==> src/inv_config.svh <==
`ifndef INV_CONFIG_SVH
`define INV_CONFIG_SVH

////////////////////////////////////////////////////////////////////////////
// field sizing
////////////////////////////////////////////////////////////////////////////

// field width, shared by operand a and modulus p
`define INV_W 32

// signed coefficient x1/x2, two guard bits over the field
`define INV_XW (`INV_W + 2)

////////////////////////////////////////////////////////////////////////////
// simulation limits
////////////////////////////////////////////////////////////////////////////

// slack cycles on top of the worst-case latency of all entries
`define INV_TIMEOUT_MARGIN 200

`endif

==> src/inv_pkg.sv <==
`include "inv_config.svh"

package inv_pkg;

    ////////////////////////////////////////////////////////////////////////////
    // stage payloads
    ////////////////////////////////////////////////////////////////////////////

    // request as given by the caller
    typedef struct packed {
        logic [`INV_W-1:0] a;             // operand, 1 .. p-1
        logic [`INV_W-1:0] p;             // odd prime modulus
    } inv_req_t;

    // modulus with its shifted copies, registered once per request
    typedef struct packed {
        logic [`INV_W-1:0] p;
        logic [`INV_W-1:0] p_half;        // p >> 1
        logic [`INV_W-1:0] p_quarter;     // p >> 2
    } inv_mod_t;

    // what the core hands over when u or v hits 1
    typedef struct packed {
        logic signed [`INV_XW-1:0] x;     // coefficient, still in -p .. p-1
        logic                      u_won; // 1: from x1, 0: from x2
    } inv_core_res_t;

    ////////////////////////////////////////////////////////////////////////////
    // core control
    ////////////////////////////////////////////////////////////////////////////

    typedef enum logic {
        PH_IDLE,
        PH_RUN
    } inv_phase_e;

    typedef enum logic [1:0] {
        STEP_U_HALVE,   // u even
        STEP_V_HALVE,   // v even
        STEP_U_SUB,     // both odd, u >= v
        STEP_V_SUB      // both odd, u < v
    } inv_step_e;

endpackage

==> src/inv_load.sv <==
`timescale 1ns/1ps

module inv_load (
    input  logic              clk,
    input  logic              rstn,
    input  logic              start,
    input  inv_pkg::inv_req_t req,
    output logic              load_vld,
    output inv_pkg::inv_req_t load_req,
    output inv_pkg::inv_mod_t mods
);

    // one-cycle strobe toward the core, a new start always wins
    always_ff @(posedge clk or negedge rstn) begin
        if (!rstn) begin
            load_vld <= 1'b0;
        end else begin
            load_vld <= start;
        end
    end

    ////////////////////////////////////////////////////////////////////////////
    // request capture
    ////////////////////////////////////////////////////////////////////////////

    // operands go to the core once, the modulus set stays for the whole run
    always_ff @(posedge clk) begin
        if (start) begin
            load_req <= req;
        end
    end

    // p/2 and p/4 are formed here so the halving adders see plain registers
    always_ff @(posedge clk) begin
        if (start) begin
            mods.p         <= req.p;
            mods.p_half    <= req.p >> 1;
            mods.p_quarter <= req.p >> 2;
        end
    end

endmodule

==> src/inv_halve.sv <==
`timescale 1ns/1ps
`include "inv_config.svh"

module inv_halve #(
    parameter int XW = `INV_XW
) (
    input  logic [XW-1:0]     x,
    input  logic              by_four,
    input  inv_pkg::inv_mod_t mods,
    output logic [XW-1:0]     x_out
);

    logic signed [XW-1:0] xs;
    logic [XW-1:0]        sh1;      // floor(x/2)
    logic [XW-1:0]        sh2;      // floor(x/4)
    logic [XW-1:0]        ph1;      // (p+1)/2
    logic [XW-1:0]        pq1;      // floor(p/4)+1
    logic [XW-1:0]        pboth;

    assign xs  = signed'(x);
    assign sh1 = xs >>> 1;
    assign sh2 = xs >>> 2;

    assign ph1 = XW'(mods.p_half) + 1'b1;
    assign pq1 = XW'(mods.p_quarter) + 1'b1;

    // p = 3 mod 4 needs (3p+3)/4 here, p = 1 mod 4 needs (3p+1)/4
    assign pboth = XW'(mods.p_half) + XW'(mods.p_quarter) + (mods.p[1] ? 2'd2 : 2'd1);

    ////////////////////////////////////////////////////////////////////////////
    // x/2 or x/4 mod p, the dropped bits pick how many p to fold in
    ////////////////////////////////////////////////////////////////////////////

    always_comb begin
        if (!by_four) begin
            x_out = x[0] ? sh1 + ph1 : sh1;   // odd x: (x+p)/2
        end else begin
            case (x[1:0])
                2'b00: x_out = sh2;
                2'b10: x_out = sh2 + ph1;     // (x+2p)/4
                2'b01: begin
                    // x+p or x+3p, whichever is a multiple of 4
                    x_out = mods.p[1] ? sh2 + pq1 : sh2 + pboth;
                end
                default: begin
                    x_out = mods.p[1] ? sh2 + pboth : sh2 + pq1;
                end
            endcase
        end
    end

endmodule

==> src/inv_core.sv <==
`timescale 1ns/1ps
`include "inv_config.svh"

module inv_core (
    input  logic                   clk,
    input  logic                   rstn,
    input  logic                   load_vld,
    input  inv_pkg::inv_req_t      load_req,
    input  inv_pkg::inv_mod_t      mods,
    output logic                   fin_vld,
    output inv_pkg::inv_core_res_t res,
    output logic                   running
);
    import inv_pkg::*;

    localparam int W  = `INV_W;
    localparam int XW = `INV_XW;

    inv_phase_e           phase;
    inv_step_e            step;
    logic                 fin_q;
    logic [W-1:0]         u;
    logic [W-1:0]         v;
    logic signed [XW-1:0] x1;       // x1*a = u mod p
    logic signed [XW-1:0] x2;       // x2*a = v mod p
    logic                 u_one;
    logic                 v_one;
    logic                 finish;
    logic                 u_by4;
    logic                 v_by4;
    logic [W-1:0]         uv_diff;
    logic [W-1:0]         vu_diff;
    logic signed [XW-1:0] p_ext;
    logic [XW-1:0]        x1_in;
    logic [XW-1:0]        x2_in;
    logic [XW-1:0]        x1_next;
    logic [XW-1:0]        x2_next;
    logic                 x1_by4;
    logic                 x2_by4;

    // pulls a difference of two coefficients back into -p .. p-1
    function automatic logic signed [XW-1:0] fold_diff(
        input logic signed [XW-1:0] d,
        input logic signed [XW-1:0] pm
    );
        logic signed [XW-1:0] r;
        if (d >= pm)
            r = d - pm;
        else if (d < -pm)
            r = d + pm;
        else
            r = d;
        return r;
    endfunction

    ////////////////////////////////////////////////////////////////////////////
    // step decode
    ////////////////////////////////////////////////////////////////////////////

    assign u_one  = (u == W'(1));
    assign v_one  = (v == W'(1));
    assign finish = u_one | v_one;
    assign u_by4  = (u[1:0] == 2'b00);
    assign v_by4  = (v[1:0] == 2'b00);

    always_comb begin
        if (!u[0])
            step = STEP_U_HALVE;
        else if (!v[0])
            step = STEP_V_HALVE;
        else if (u >= v)
            step = STEP_U_SUB;
        else
            step = STEP_V_SUB;
    end

    // odd/odd case, difference is even so one halving always follows
    assign uv_diff = u - v;
    assign vu_diff = v - u;
    assign p_ext   = signed'(XW'(mods.p));

    assign x1_in  = (step == STEP_U_SUB) ? fold_diff(x1 - x2, p_ext) : x1;
    assign x2_in  = (step == STEP_V_SUB) ? fold_diff(x2 - x1, p_ext) : x2;
    assign x1_by4 = (step == STEP_U_HALVE) & u_by4;
    assign x2_by4 = (step == STEP_V_HALVE) & v_by4;

    inv_halve #(.XW(XW)) u_halve_x1 (
        .x       (x1_in),
        .by_four (x1_by4),
        .mods    (mods),
        .x_out   (x1_next)
    );

    inv_halve #(.XW(XW)) u_halve_x2 (
        .x       (x2_in),
        .by_four (x2_by4),
        .mods    (mods),
        .x_out   (x2_next)
    );

    ////////////////////////////////////////////////////////////////////////////
    // control and iteration registers
    ////////////////////////////////////////////////////////////////////////////

    always_ff @(posedge clk or negedge rstn) begin
        if (!rstn) begin
            phase <= PH_IDLE;
            fin_q <= 1'b0;
        end else begin
            fin_q <= 1'b0;
            if (load_vld) begin
                phase <= PH_RUN;              // also restarts a busy run
            end else if (phase == PH_RUN && finish) begin
                phase <= PH_IDLE;
                fin_q <= 1'b1;
            end
        end
    end

    always_ff @(posedge clk) begin
        if (load_vld) begin
            u  <= load_req.a;
            v  <= load_req.p;
            x1 <= XW'(1);
            x2 <= '0;
        end else if (phase == PH_RUN && !finish) begin
            case (step)
                STEP_U_HALVE: begin
                    u  <= u_by4 ? u >> 2 : u >> 1;
                    x1 <= signed'(x1_next);
                end
                STEP_V_HALVE: begin
                    v  <= v_by4 ? v >> 2 : v >> 1;
                    x2 <= signed'(x2_next);
                end
                STEP_U_SUB: begin
                    u  <= uv_diff >> 1;
                    x1 <= signed'(x1_next);
                end
                default: begin
                    v  <= vu_diff >> 1;
                    x2 <= signed'(x2_next);
                end
            endcase
        end
    end

    // u is checked first when both reach 1 together
    always_ff @(posedge clk) begin
        if (phase == PH_RUN && finish) begin
            res.x     <= u_one ? x1 : x2;
            res.u_won <= u_one;
        end
    end

    assign fin_vld = fin_q & ~load_vld;       // a fresh load drops the old result
    assign running = (phase == PH_RUN);

endmodule

==> src/inv_reduce.sv <==
`timescale 1ns/1ps
`include "inv_config.svh"

module inv_reduce (
    input  logic                   clk,
    input  logic                   rstn,
    input  logic                   fin_vld,
    input  inv_pkg::inv_core_res_t res,
    input  logic [`INV_W-1:0]      p,
    output logic                   done,
    output logic [`INV_W-1:0]      result
);

    localparam int W  = `INV_W;
    localparam int XW = `INV_XW;

    logic signed [XW-1:0] x;
    logic signed [XW-1:0] p_ext;
    logic signed [XW-1:0] x_corr;

    assign x     = signed'(res.x);
    assign p_ext = signed'(XW'(p));

    // one add or subtract of p brings the coefficient into 0 .. p-1
    always_comb begin
        if (x < 0)
            x_corr = x + p_ext;
        else if (x >= p_ext)
            x_corr = x - p_ext;
        else
            x_corr = x;
    end

    ////////////////////////////////////////////////////////////////////////////
    // output register, result held until the next done
    ////////////////////////////////////////////////////////////////////////////

    always_ff @(posedge clk or negedge rstn) begin
        if (!rstn) begin
            done   <= 1'b0;
            result <= '0;
        end else begin
            done <= fin_vld;
            if (fin_vld) begin
                result <= x_corr[W-1:0];
            end
        end
    end

endmodule

==> src/inv_top.sv <==
`timescale 1ns/1ps
`include "inv_config.svh"

module inv_top (
    input  logic              clk,
    input  logic              rstn,
    input  logic              start,
    input  inv_pkg::inv_req_t req,
    output logic              done,
    output logic              busy,
    output logic [`INV_W-1:0] result
);
    import inv_pkg::*;

    logic          load_vld;
    inv_req_t      load_req;
    inv_mod_t      mods;        // held in the load stage for the whole run
    logic          fin_vld;
    inv_core_res_t res;
    logic          running;

    inv_load u_load (
        .clk      (clk),
        .rstn     (rstn),
        .start    (start),
        .req      (req),
        .load_vld (load_vld),
        .load_req (load_req),
        .mods     (mods)
    );

    inv_core u_core (
        .clk      (clk),
        .rstn     (rstn),
        .load_vld (load_vld),
        .load_req (load_req),
        .mods     (mods),
        .fin_vld  (fin_vld),
        .res      (res),
        .running  (running)
    );

    inv_reduce u_reduce (
        .clk     (clk),
        .rstn    (rstn),
        .fin_vld (fin_vld),
        .res     (res),
        .p       (mods.p),
        .done    (done),
        .result  (result)
    );

    // covers load, iteration, hand-over and the done cycle
    assign busy = load_vld | running | fin_vld | done;

endmodule

==> config.mk <==
export PLATFORM = sky130hd
export DESIGN_NAME = inv_top
export DESIGN_NICKNAME = d
export VERILOG_FILES = /design/src/inv_pkg.sv /design/src/inv_load.sv /design/src/inv_halve.sv /design/src/inv_core.sv /design/src/inv_reduce.sv /design/src/inv_top.sv
export VERILOG_INCLUDE_DIRS = /design/src
export SDC_FILE = /design/constraint.sdc
export NUM_CORES = 2
export LEC_CHECK = 0
export ABC_AREA = 1
export BUFFER_PORTS_ARGS = -buffer_cell sky130_fd_sc_hd__buf_2
export CAP_MARGIN = 25
export CORE_MARGIN = 5
export CORE_UTILIZATION = 40
export CTS_CLUSTER_DIAMETER = 200
export CTS_CLUSTER_SIZE = 30
export DETAILED_ROUTE_END_ITERATION = 10
export PLACE_DENSITY = 0.63
export SYNTH_ARGS = -nofsm -noshare
export SYNTH_HDL_FRONTEND = slang
export SYNTH_SLANG_ARGS = --single-unit
==> constraint.sdc <==
create_clock -name clk -period 8 [get_ports clk]
set_input_delay 1.6 -clock clk [delete_from_list [all_inputs] [get_ports clk]]
set_output_delay 1.6 -clock clk [all_outputs]
set_load 0.02 [all_outputs]
Word-level counts from Yosys, hierarchy flattened:

Index checks and enable logic that the tools add are counted.
W data, S select, Z words.

* output and inout port bits: 34
* logic and storage cells: 114
* flip-flop bits (word level): 327

* equality and inequality tests: 10
* multiplexer cells: 35
* $lt $le $gt $ge: 7
* bitwise gates (word level): 9
* reduce and logical (&&, ||, !) cells: 16
* add/sub/neg operators: 23

Operators with widths (number)
* $mux W34: 15
* $pmux W34 S3: 2
* $mux W32: 6
* $add A34 B34 Y34: 4
* $pmux W32 S2: 2
* $add A34 B33 Y34: 3
* $ge A34 B33 Y1: 3
* $sub A32 B32 Y32: 3
* $lt A34 B34 Y1: 2
* $sub A34 B33 Y34: 2
* $sub A34 B34 Y34: 2
* $eq A32 B1 Y1 const B: 2
* $mux W31: 2
* $add A32 B33 Y34: 1
* $add A33 B33 Y34: 1
* $lt A34 B1 Y1 const B: 1
* $neg A32 Y34: 1
* $add A32 B2 Y33: 1
* $add A32 B32 Y33: 1
* $add A31 B1 Y32 const B: 1
* $add A31 B30 Y32: 1
* $add A32 B32 Y32: 1
* $ge A32 B32 Y1: 1
* $add A30 B1 Y31 const B: 1
* other kinds (15): 41

Depth between registers and ports, before layout:

* depth after elaboration: 10
* mapped depth: 54
* gate-level depth less buffers: 52

Cells and area by module:

Synthesis repeated with hierarchy kept, for this count alone.

* cell total of the unflattened synthesis: 11502
* area, all modules: 64977.3 um^2

By module, submodules not included
* inv_core: cells each 5008, area an instance 29095.4 um^2, sequential area each 4384.2 um^2, instances 1
* inv_halve: cells each 2603, area an instance 13431.6 um^2, sequential area each 0.0 um^2, instances 2
* inv_reduce: cells each 1123, area an instance 6336.1 um^2, sequential area each 825.8 um^2, instances 1
* inv_load: cells each 162, area an instance 2671.3 um^2, sequential area each 1946.9 um^2, instances 1
* inv_top: cells each 3, area an instance 11.3 um^2, sequential area each 0.0 um^2, instances 1

Worst setup path before layout:

Ideal clock, no wire load.

* kind: reg-to-reg
* start point: reg, netlist name u_load.load_req[1]
* end point: reg u_core.x2[30]
* setup slack: 274 ps
* buffers on the path: 4
* cell stages (with the launch flop): 48
* arrival: 7607 ps
* cell sequence: edfxtp_1 -> inv_2 -> clkbuf_1 -> clkbuf_1 -> ha_1 -> nand3_1 -> inv_1 -> nand2_1 -> inv_1 -> nand4_1 -> nor2_1 -> nand3_1 -> nor2_1 -> nand2_1 -> inv_1 -> nand3_1 -> xor2_1 -> ha_1 -> (+12 left out) -> nand2_1 -> inv_1 -> ha_1 -> inv_1 -> fa_1 -> o21ai_0 -> nand3_1 -> nand2_1 -> a21oi_1 -> o21ai_0 -> nand4_1 -> nand2_1 -> nand2_1 -> nand2_1 -> o21ai_0 -> o21ai_0 -> o21bai_1 -> a21oi_1

RTL lines
* end signal, assigned: RTL line inv_core.sv:134 `x2 <= signed'(x2_next);`
* end signal, assigned: RTL line inv_core.sv:142 `x2 <= signed'(x2_next);`
* end, declared: RTL line inv_core.sv:25 `logic signed [XW-1:0] x2;`

Worst setup path after layout:

* start point: reg u_core.x2[2]
* end point: reg u_core.x1[25]

* word-level cells in the longest chain between the ends: 9
* elaborated cells on any way between the ends: 20
* those cells by class: 7 x add/sub; 2 x order compare; 2 x eq/ne; 8 x mux; 1 x reduce/logical

RTL lines
* $sub A34 B34 Y34 (*): RTL line inv_core.sv:82 `assign x1_in = (step == STEP_U_SUB) ? fold_diff(x1 - x2, p_ext) : x1;`
* $add A34 B33 Y34 / $lt A34 B34 Y1 (equally long branches): RTL line inv_core.sv:50, inv_core.sv:49
* $mux W34: RTL line inv_core.sv:49 `else if (d < -pm)`
* $mux W34 (*): RTL line inv_core.sv:47 `if (d >= pm)`
* $mux W34 (*): RTL line inv_core.sv:82
* $add A34 B33 Y34 / $add A32 B32 Y33 (equally long branches): RTL line inv_halve.sv:43, inv_halve.sv:46
* $mux W34 (on tied branches): RTL line inv_halve.sv:46, inv_halve.sv:43
* $pmux W34 S3: RTL line inv_halve.sv:38 `case (x[1:0])`
* $mux W34 (*): RTL line inv_halve.sv:35 `if (!by_four) begin`
* end signal, assigned: RTL line inv_core.sv:130 `x1 <= signed'(x1_next);`
* end signal, assigned: RTL line inv_core.sv:138 `x1 <= signed'(x1_next);`
* end, declared: RTL line inv_core.sv:24 `logic signed [XW-1:0] x1;`

Every way passes the cells marked *; elsewhere a longest branch is shown, timed or not.
A chain may end at the register's enable or synchronous reset.

==> results.cfg <==
[timing]
tightest_slew_ns = 1.312
finalSetupTns_ns = 0
max_slew_margin = 0.1188
setup_viol = 0
slew_viol_final = 0
max_freq_mhz = 126.9
finalHoldViolCount = 0
fin_worst_skew_ns = 0.05712
finalCriticalPeriod_ns = 7.878
post-route-period-util = 0.9848
rsz0062_at_grt = yes

[die]
die_height_um = 388.2
rows = 138
core_um2 = 141800
dieArea_um2 = 150700
io_pins = 101
start_util = 0.4035
die_x_um = 388.2

[layout]
nets = 12000
fillerInstances = 14580
drive_gt1_frac = 0.2083
area.growth.synth_to_final_pct = 30.32

[outcome]
status = finished clean

[yosys]
synth_top_area_share = 0.1610
synthArstFlopShare = 0.1353
ys_types = 77
yosys_warnings = 0
avgSynthCellArea_um2 = 6.027
yosysSeqAreaShare = 0.1246
synth_commonest_cells = nand2_1 (2357), inv_1 (1192), nor2_1 (944), a21oi_1 (911), o21ai_0 (742)
synth-main-ff-cell = edfxtp_1
synth_area_leaders = ha_1 (16%), nand2_1 (15%), edfxtp_1 (8.5%)
synth_edf_count = 162
syn_nets = 10310
syn-cell-area_um2 = 57200
synth-seq-cells = 266
synth_top_cell_by_area = ha_1
synthCells = 9491
synth_most_common_cell = nand2_1

[worst_setup_path]
crit_top_cell = nand2_1
critical_path.top_delay_family = simple AND/OR/NAND/NOR gates
worst-path-max-fanout = 35
cp_slowest_stage_delay_ns = 0.41
cp_num_buf_inv = 9
crit_arrival_ns = 8.42
path_class = flop to flop
slowest_stage = ha_1
critPathLaunchType = flop
end_kind = flop
worst_ep_required_time_ns = 8.54

[routing]
viasPerCell = 5.905
num_vias = 77310
drt-total-wl_um = 367500
wire_per_inst_um = 28.07
drtPass1Iterations = 6
drc = 0
drt-initial-drc-count = 9574
drtAntennaViolNets = 0

[global_routing]
grt_max_degree = 158
grtUsageTotal = 0.4613
antenna_found_initial = 23
grt_pass1_wl_um = 510500
grt_pass1_vias = 74100
grt-ovfl-total = 0

[cts]
clkSinkCount = 266
h-tree-depth = 1
cts-buffers-inserted = 15
root_buffer = clkbuf_16
cts_hold_buffers = 0
cts_tree = yes
clk_pin_slew_ns = 0.13
cts_buffer_depth = 3
clk_latency_ns = 0.66

[place]
port-buffer-count = 100
globalplace.congestion = 1.139
dp_hpwl_um = 308600

[run]
drv_cap = 0

[min_path]
hold_class = flop to flop
## routing by layer
metal  up-vias  routed length, um  track usage
li1      34910                  -            -
met1     35890             130700       0.5288
met2      5042             153900       0.7072
met3      1458              42660       0.1278
met4         6              40150       0.3990
met5         -                 29            0
## registers in the layout, summed over array words and instances (netlist names)
register,count
u_core.v,32
u_core.u,32
u_reduce.done,1
u_core.x2,34
u_load.load_req,64
u_core.fin_q,1
u_core.x1,34
u_reduce.result,32
u_core.res,34
u_load.load_vld,1
u_core.running,1
## tightest hold or removal path: stages (launching register included)
cell     delay (ns)
dfrtp_1        0.36
nand2_1        0.05
o21ai_0        0.06
## final cells by class
type                    count  area (um2)  area share
well taps                1890        2365     0.03172
repair buffers           1953       15040      0.2018
multi-input cells        7719       44820      0.6013
inverters                1217        4602     0.06173
clock buffers              18       386.6    0.005186
flip-flops and latches    266        7138     0.09575
diodes                     21       52.55   0.0007049
clock inverters             8       140.1    0.001880
## kinds of logic after synthesis
kind of cell | after synthesis | share of synthesized area
fa+ha+maj | 756 | 0.1680
mux | 7 | 0.001247
xor+xnor | 492 | 0.07533
simple gates | 4248 | 0.3100
flops | 266 | 0.1246
buf+inv | 1506 | 0.1050
compound gates | 2216 | 0.2158
## metrics by stage
step | instances | hold WS, ns | util | cell area, um2 | setup WS (ns)
2_1_floorplan | 9491 | 0.4482 | - | 57200 | 0.2736
3_3_place_gp | 13010 | 0.4633 | 0.5146 | 72950 | -0.8901
3_5_place_dp | 13020 | 0.4659 | 0.5151 | 73020 | -0.8469
4_1_cts | 13050 | 0.4975 | 0.5193 | 73620 | 0.004077
5_1_grt | 13070 | 0.5239 | 0.5256 | 74500 | -0.09713
6_report | 13090 | 0.4987 | 0.5259 | 74550 | 0.1219
## placed cells by master (no fill, tap or decap), drive strengths merged, types with 6 or more instances in the layout
cell type / instances
dfrtp: 36
nor2: 971
o211ai: 113
a21oi: 915
nand3: 555
a211oi: 15
clkbuf: 22
mux2i: 6
ha: 736
o31ai: 8
nor4: 42
nand3b: 22
or2: 63
a21o: 60
dfxtp: 68
o21bai: 79
nor3: 89
diode: 21
o21ai: 798
fa: 20
xor2: 386
xnor2: 106
a32oi: 6
o221ai: 14
clkinv: 8
a221oi: 13
buf: 1949
inv: 1214
a21boi: 33
nand2: 2398
a31oi: 103
nand4: 99
edfxtp: 162
o21a: 30
## worst paths after layout
| check | start | to | slack [ns] | cells past startpoint |
|---|---|---|---|---|
| hold reg to reg | u_reduce.result[9]$_DFFE_PN0P_ | u_reduce.result[9]$_DFFE_PN0P_ | 0.50 | 2 |
| max in group asynchronous | rstn | u_reduce.result[31]$_DFFE_PN0P_ | 6.80 | 2 |
| setup reg to reg | u_core.x2[2]$_SDFFE_PP0P_ | u_core.x1[25]$_SDFFE_PP0P_ | 0.12 | 41 |
| min in group asynchronous | rstn | u_reduce.result[0]$_DFFE_PN0P_ | 0.74 | 1 |
| setup / recovery | u_core.x2[2]$_SDFFE_PP0P_ | u_core.x1[25]$_SDFFE_PP0P_ | 0.12 | 41 |
| hold / removal | u_reduce.result[9]$_DFFE_PN0P_ | u_reduce.result[9]$_DFFE_PN0P_ | 0.50 | 2 |
## repair_timing
item,CTS,global route
endpoints found under the setup margin,39,55
buffers inserted,1,17
resized for setup,25,214
pin swaps,1,31
Power is left out: the tool's default activity adds up to more than one toggle a clock period on the data nets, which glitch-free logic cannot reach.
